### config.mk
export PLATFORM = sky130hd
export DESIGN_NAME = l2_cache_control
export DESIGN_NICKNAME = d
export VERILOG_FILES = /design/src/source/lc3b_types.sv /design/src/source/l2_cache_control.sv
export SDC_FILE = /design/constraint.sdc
export NUM_CORES = 1
export LEC_CHECK = 0
export BUFFER_PORTS_ARGS = -buffer_cell sky130_fd_sc_hd__clkbuf_2
export CORE_ASPECT_RATIO = 1.25
export CORE_UTILIZATION = 25
export CTS_CLUSTER_DIAMETER = 150
export DETAILED_ROUTE_END_ITERATION = 10
export SYNTH_ARGS = -nofsm -noshare
export SYNTH_HDL_FRONTEND = slang
export SYNTH_SLANG_ARGS = --single-unit
### constraint.sdc
create_clock -name clk -period 4.95 [get_ports clk]
set_clock_uncertainty 0.05 [all_clocks]
set_input_delay 1.2375 -clock clk [delete_from_list [all_inputs] [get_ports clk]]
set_output_delay 1.2375 -clock clk [all_outputs]
set_load 0.03 [all_outputs]
### src/source/lc3b_types.sv
package lc3b_types;

	// one 16-bit word and also the byte address
	typedef logic [15:0] lc3b_word;

	// half of an l2 block as moved upstream
	typedef logic [127:0] lc3b_c_block;

	// full l2 block as moved to and from physical memory
	typedef logic [255:0] lc3b_l2_block;

	// tag in [15:8], line in [7:5] and offset in bit 4
	typedef logic [7:0] lc3b_l2_tag;
	typedef logic [2:0] lc3b_l2_line;
	typedef logic lc3b_l2_offset;

	typedef enum logic [1:0]
	{
		s_idle,
		s_compare,
		s_writeback,
		s_fill
	} l2_state_t;

endpackage : lc3b_types

### src/source/l2_cache_control.sv
`timescale 1ns/1ps

module l2_cache_control
(
	input logic clk,
	input logic rst,

	input logic mem_read,
	input logic mem_write,
	output logic mem_resp,

	output logic pmem_read,
	output logic pmem_write,
	input logic pmem_resp,

	input logic hit,
	input logic [3:0] way_hit,
	input logic [3:0] dirty_out,
	input logic [2:0] lru_out,

	output logic [3:0] ld_way,
	output logic [3:0] way_sel_fill,
	output logic [3:0] ld_tag,
	output logic [3:0] ld_valid,
	output logic [3:0] ld_dirty,
	output logic [3:0] dirty_in,
	output logic ld_hit,
	output logic ld_lru,
	output logic [1:0] datamux_sel,
	output logic [2:0] addrmux_sel
);

	import lc3b_types::*;

	l2_state_t state;
	l2_state_t next_state;

	logic [1:0] victim_idx;
	logic [3:0] victim;
	logic [1:0] hit_idx;

	// bit 2 picks the pair, bit 1 or bit 0 the way inside it
	always_comb
	begin
		if (!lru_out[2])
			victim_idx = lru_out[1] ? 2'd1 : 2'd0;
		else
			victim_idx = lru_out[0] ? 2'd3 : 2'd2;
		victim = 4'b0001 << victim_idx;
	end

	always_comb
	begin
		hit_idx = 2'd0;
		for (int i = 0; i < 4; i++)
		begin
			if (way_hit[i])
				hit_idx = 2'(i);
		end
	end

	always_comb
	begin
		next_state = state;
		mem_resp = 1'b0;
		pmem_read = 1'b0;
		pmem_write = 1'b0;
		ld_way = 4'b0;
		way_sel_fill = 4'b0;
		ld_tag = 4'b0;
		ld_valid = 4'b0;
		ld_dirty = 4'b0;
		dirty_in = 4'b0;
		ld_hit = 1'b0;
		ld_lru = 1'b0;
		datamux_sel = victim_idx;
		addrmux_sel = 3'd0;

		case (state)
			s_idle:
			begin
				if (mem_read || mem_write)
				begin
					ld_hit = 1'b1;
					next_state = s_compare;
				end
			end

			s_compare:
			begin
				if (hit)
				begin
					datamux_sel = hit_idx;
					mem_resp = 1'b1;
					ld_lru = 1'b1;
					// merge write data into the hit way and mark it dirty
					if (mem_write)
					begin
						ld_way = way_hit;
						ld_dirty = way_hit;
						dirty_in = way_hit;
					end
					next_state = s_idle;
				end
				else if (|(dirty_out & victim))
					next_state = s_writeback;
				else
					next_state = s_fill;
			end

			s_writeback:
			begin
				pmem_write = 1'b1;
				addrmux_sel = {1'b0, victim_idx} + 3'd1;
				if (pmem_resp)
					next_state = s_fill;
			end

			s_fill:
			begin
				pmem_read = 1'b1;
				if (pmem_resp)
				begin
					ld_way = victim;
					way_sel_fill = victim;
					ld_tag = victim;
					ld_valid = victim;
					// fresh block is clean
					ld_dirty = victim;
					next_state = s_idle;
				end
			end

			default:
				next_state = s_idle;
		endcase
	end

	always_ff @(posedge clk)
	begin
		if (rst)
			state <= s_idle;
		else
			state <= next_state;
	end

endmodule : l2_cache_control

# Yosys cells after proc, flatten, opt, wreduce, memory -nomap -nowiden
# Cells that the tools add are included.
# classes
n_addsub,1
n_eq_ne,6
n_shift,1
mux,27
bitwise,1
n_reduce_logical,4
# ops
op,count
4-bit 2-to-1 mux,5
2-bit 2-to-1 mux,9
1-bit 2-to-1 mux,10
2-bit case mux with 4 select lines,1
4-bit case mux with 2 select lines,1
"2-bit != test, second input constant",3
4-bit bitwise AND,1
"2-bit equality test, second input constant",2
4-bit OR reduction,1
"1-bit by 2-bit << shifter with 4-bit output, first input constant",1
"2-bit by 1-bit adder with 3-bit output, second input constant",1
3-bit 2-to-1 mux,1
3-bit AND reduction,1
"2-bit by 1-bit equality test with 1-bit output, second input constant",1
2-bit logical NOT,1
1-bit logical OR,1
# word_totals
register_bits,2
input_bits,17
out_inout_bits,34
elab_cells,41

# Depth between registers and ports, before layout
# logic_depth
depth_word,8
depth_mapped,5
mapped_depth_nobuf,4

# Worst setup path before layout
# No wires, ideal clock.
# synth_path
path_kind,input port to output port
startpoint,input pmem_resp
endpoint,output ld_way[2]
arrival_time_ps,2843
required_time_ps,3663
slack_ps,820
cell_stages,4
n_path_buf,1
cell_sequence,nand2_1 > nor3b_1 > or2_1 > buf_4
# synth_between
elab_chain_len,2
# synth_rtl
item,line,text
start: declaration,l2_cache_control.sv:14,"input logic pmem_resp,"
4-bit 2-to-1 mux,--,
4-bit case mux with 2 select lines,--,
end: declaration,l2_cache_control.sv:21,"output logic [3:0] ld_way,"
# No other way between the ends.

# Worst setup path after layout
# layout_path
startpoint,input hit
endpoint,output ld_dirty[2]
# layout_between
elab_chain_len,2
# layout_rtl
item,line,text
start: declaration,l2_cache_control.sv:16,"input logic hit,"
4-bit 2-to-1 mux,l2_cache_control.sv:91,if (hit)
4-bit case mux with 2 select lines,l2_cache_control.sv:79,case (state)
end: declaration,l2_cache_control.sv:25,"output logic [3:0] ld_dirty,"
# No other way between the ends.

==> reports/qor.csv <==
metric,value,unit
cts.path.max_buffers,2,
ctsHoldBuffers,0,
layout.nets,117,
clock_sinks,2,
setup_violations,0,
post-synth-top-count-cell,buf_4,
status,finished clean,
fin_total_pwr,0.112,mW
antenna_found_initial,0,
die-area,1850,um^2
root_buffer,clkbuf_4,
synth_area_leader_cell,buf_4,
placementRows,16,
slew_viol_final,0,
grt_pass1_wl,1500,um
ys_types,21,
relSlewSlack,0.740,
synth_fp_nets,76,
cts-htree-levels,1,
remaining_drc_errors,0,
synth_seq_cells,2,
drive_gt1_frac,0.592,
post_cts_resize_count,0,
start_util,0.269,
synth_edf_count,0,
die_y,47.9,um
cp_max_fo,10,
postSynthCellCount,59,
yosys.area.top_type_share,0.232,
rsz0062_at_grt,no,
clkTransAtPathRegs,30,ps
ys_seq_area_frac,0.0952,
n_fill_cell,190,
min_period,3530,ps
synthTopCellsByCount,"13 x buf_4, 8 x nor2_1",
finalHoldViolations,0,
cap_violations,0,
synthToLayoutAreaGrowth,44.3,%
coreArea,1560,um^2
grt_pass1_vias,370,
path_class,input port to primary output,
async_flop_share,0,
post-route-period-util,0.712,
wl_per_cell,9.53,um
clkLatencyLatePin,220,ps
p_leak,0.387,nW
crit_required,3660,ps
setup_tns,0,ps
peakVddDrop,107,uV
cts_setup_buffers,0,
critPathArrivalTime,2240,ps
grt_usage,0.125,
grt_overflow_total,0,
cts_tree,yes,
viasPerCell,4.44,
start_kind,input port,
via_count,515,
drt-initial-drc-count,2,
place_hpwl,928,um
routabilityCongestion,0.612,
cp-end-kind,primary output,
io_pins,51,
totalWireLength,1110,um
diodes,0,
power_density,184,nW/um^2
die_w,38.7,um
grt_max_degree,11,
worstHoldPathType,flip-flop to flip-flop,
worst_pin_slew,387,ps
antenna_left,0,
utilization,0.389,
ys_top_cells_by_area,"buf_4 23%, and3_4 11%, dfxtp_1 9.5%",
port_buffers,50,
drt_first_pass_iters,2,
synth_top_flop_cell,dfxtp_1,
cts_made_buffers,3,
syn_area,420,um^2
synth_area_per_cell,7.13,um^2
clock.fmax,0.284,GHz
yosysWarnings,0,
[path summary, 6_finish.rpt]
check                 start  slack, ps  cells past startpoint     endpoint
setup / recovery        hit       1420                      5  ld_dirty[2]
hold reg to reg   flip-flop        540                      2    flip-flop
setup reg to reg  flip-flop       3800                      4     state[0]
hold / removal    flip-flop        540                      2    flip-flop
[cells in the final DEF (no fill, tap or decap)]
cell type / n
nand2b_1: 1
nor2b_1: 2
and2b_1: 1
dfxtp_1: 2
clkbuf_4: 3
o211a_1: 1
and3_4: 4
nand2_1: 4
and2_1: 1
or2_1: 4
nor3b_1: 2
nor3_1: 4
mux2_2: 1
a21oi_1: 4
mux2i_1: 2
nor2_1: 8
and3_1: 1
clkbuf_2: 50
inv_1: 1
a221oi_1: 1
and3b_1: 1
[worst max-delay path, stage by stage]
cell and delay, ps:
clkbuf_2 90, and3b_1 360, and3_4 240, or2_1 110, clkbuf_2 200
[layout make-up]
cell class                 count  area, um^2  area share
sequential                     2        40.0      0.0660
clock buffer                   3        22.5      0.0371
timing repair buffer          50         250       0.412
inverter                       1        3.75     0.00619
tap                           18        22.5      0.0371
multi-input combinational     42         268       0.441
[layer usage]
layer / share of wire / track usage / up-vias
met4: 0 / 0.103 / 0
met2: 0.51 / 0.213 / 32
met5: 0 / 0 / -
li1: - / - / 269
met1: 0.40 / 0.122 / 214
met3: 0.087 / 0.0419 / 0
[logic make-up (layout without fill, tap and decap cells)]
family,Yosys count,after routing,share of synthesized area
and+or+nand+nor,33,33,0.470
buffers and inverters,15,54,0.268
muxes,3,3,0.0744
AOI/OAI and AO/OA,6,6,0.0923
DFF,2,2,0.0952
[power by group]
group          leakage (nW)  total [mW]  internal [mW]  switching, mW
Sequential           0.0165      0.0205         0.0179        0.00258
Clock                0.0138      0.0365         0.0268        0.00971
Combinational         0.356      0.0547         0.0197         0.0350
[through the flow]
| stage | hold WS (ps) | setup slack (ps) | instance area [um^2] | std cells |
|---|---|---|---|---|
| after global routing | 616 | 1340 | 607 | 116 |
| after global placement | 530 | 1430 | 584 | 113 |
| after detailed placement | 538 | 1420 | 584 | 113 |
| after floorplan | 490 | 820 | 420 | 59 |
| after CTS | 544 | 1420 | 607 | 116 |
| final | 543 | 1420 | 607 | 116 |
No activity file was read; power rests on OpenSTA's default activity.
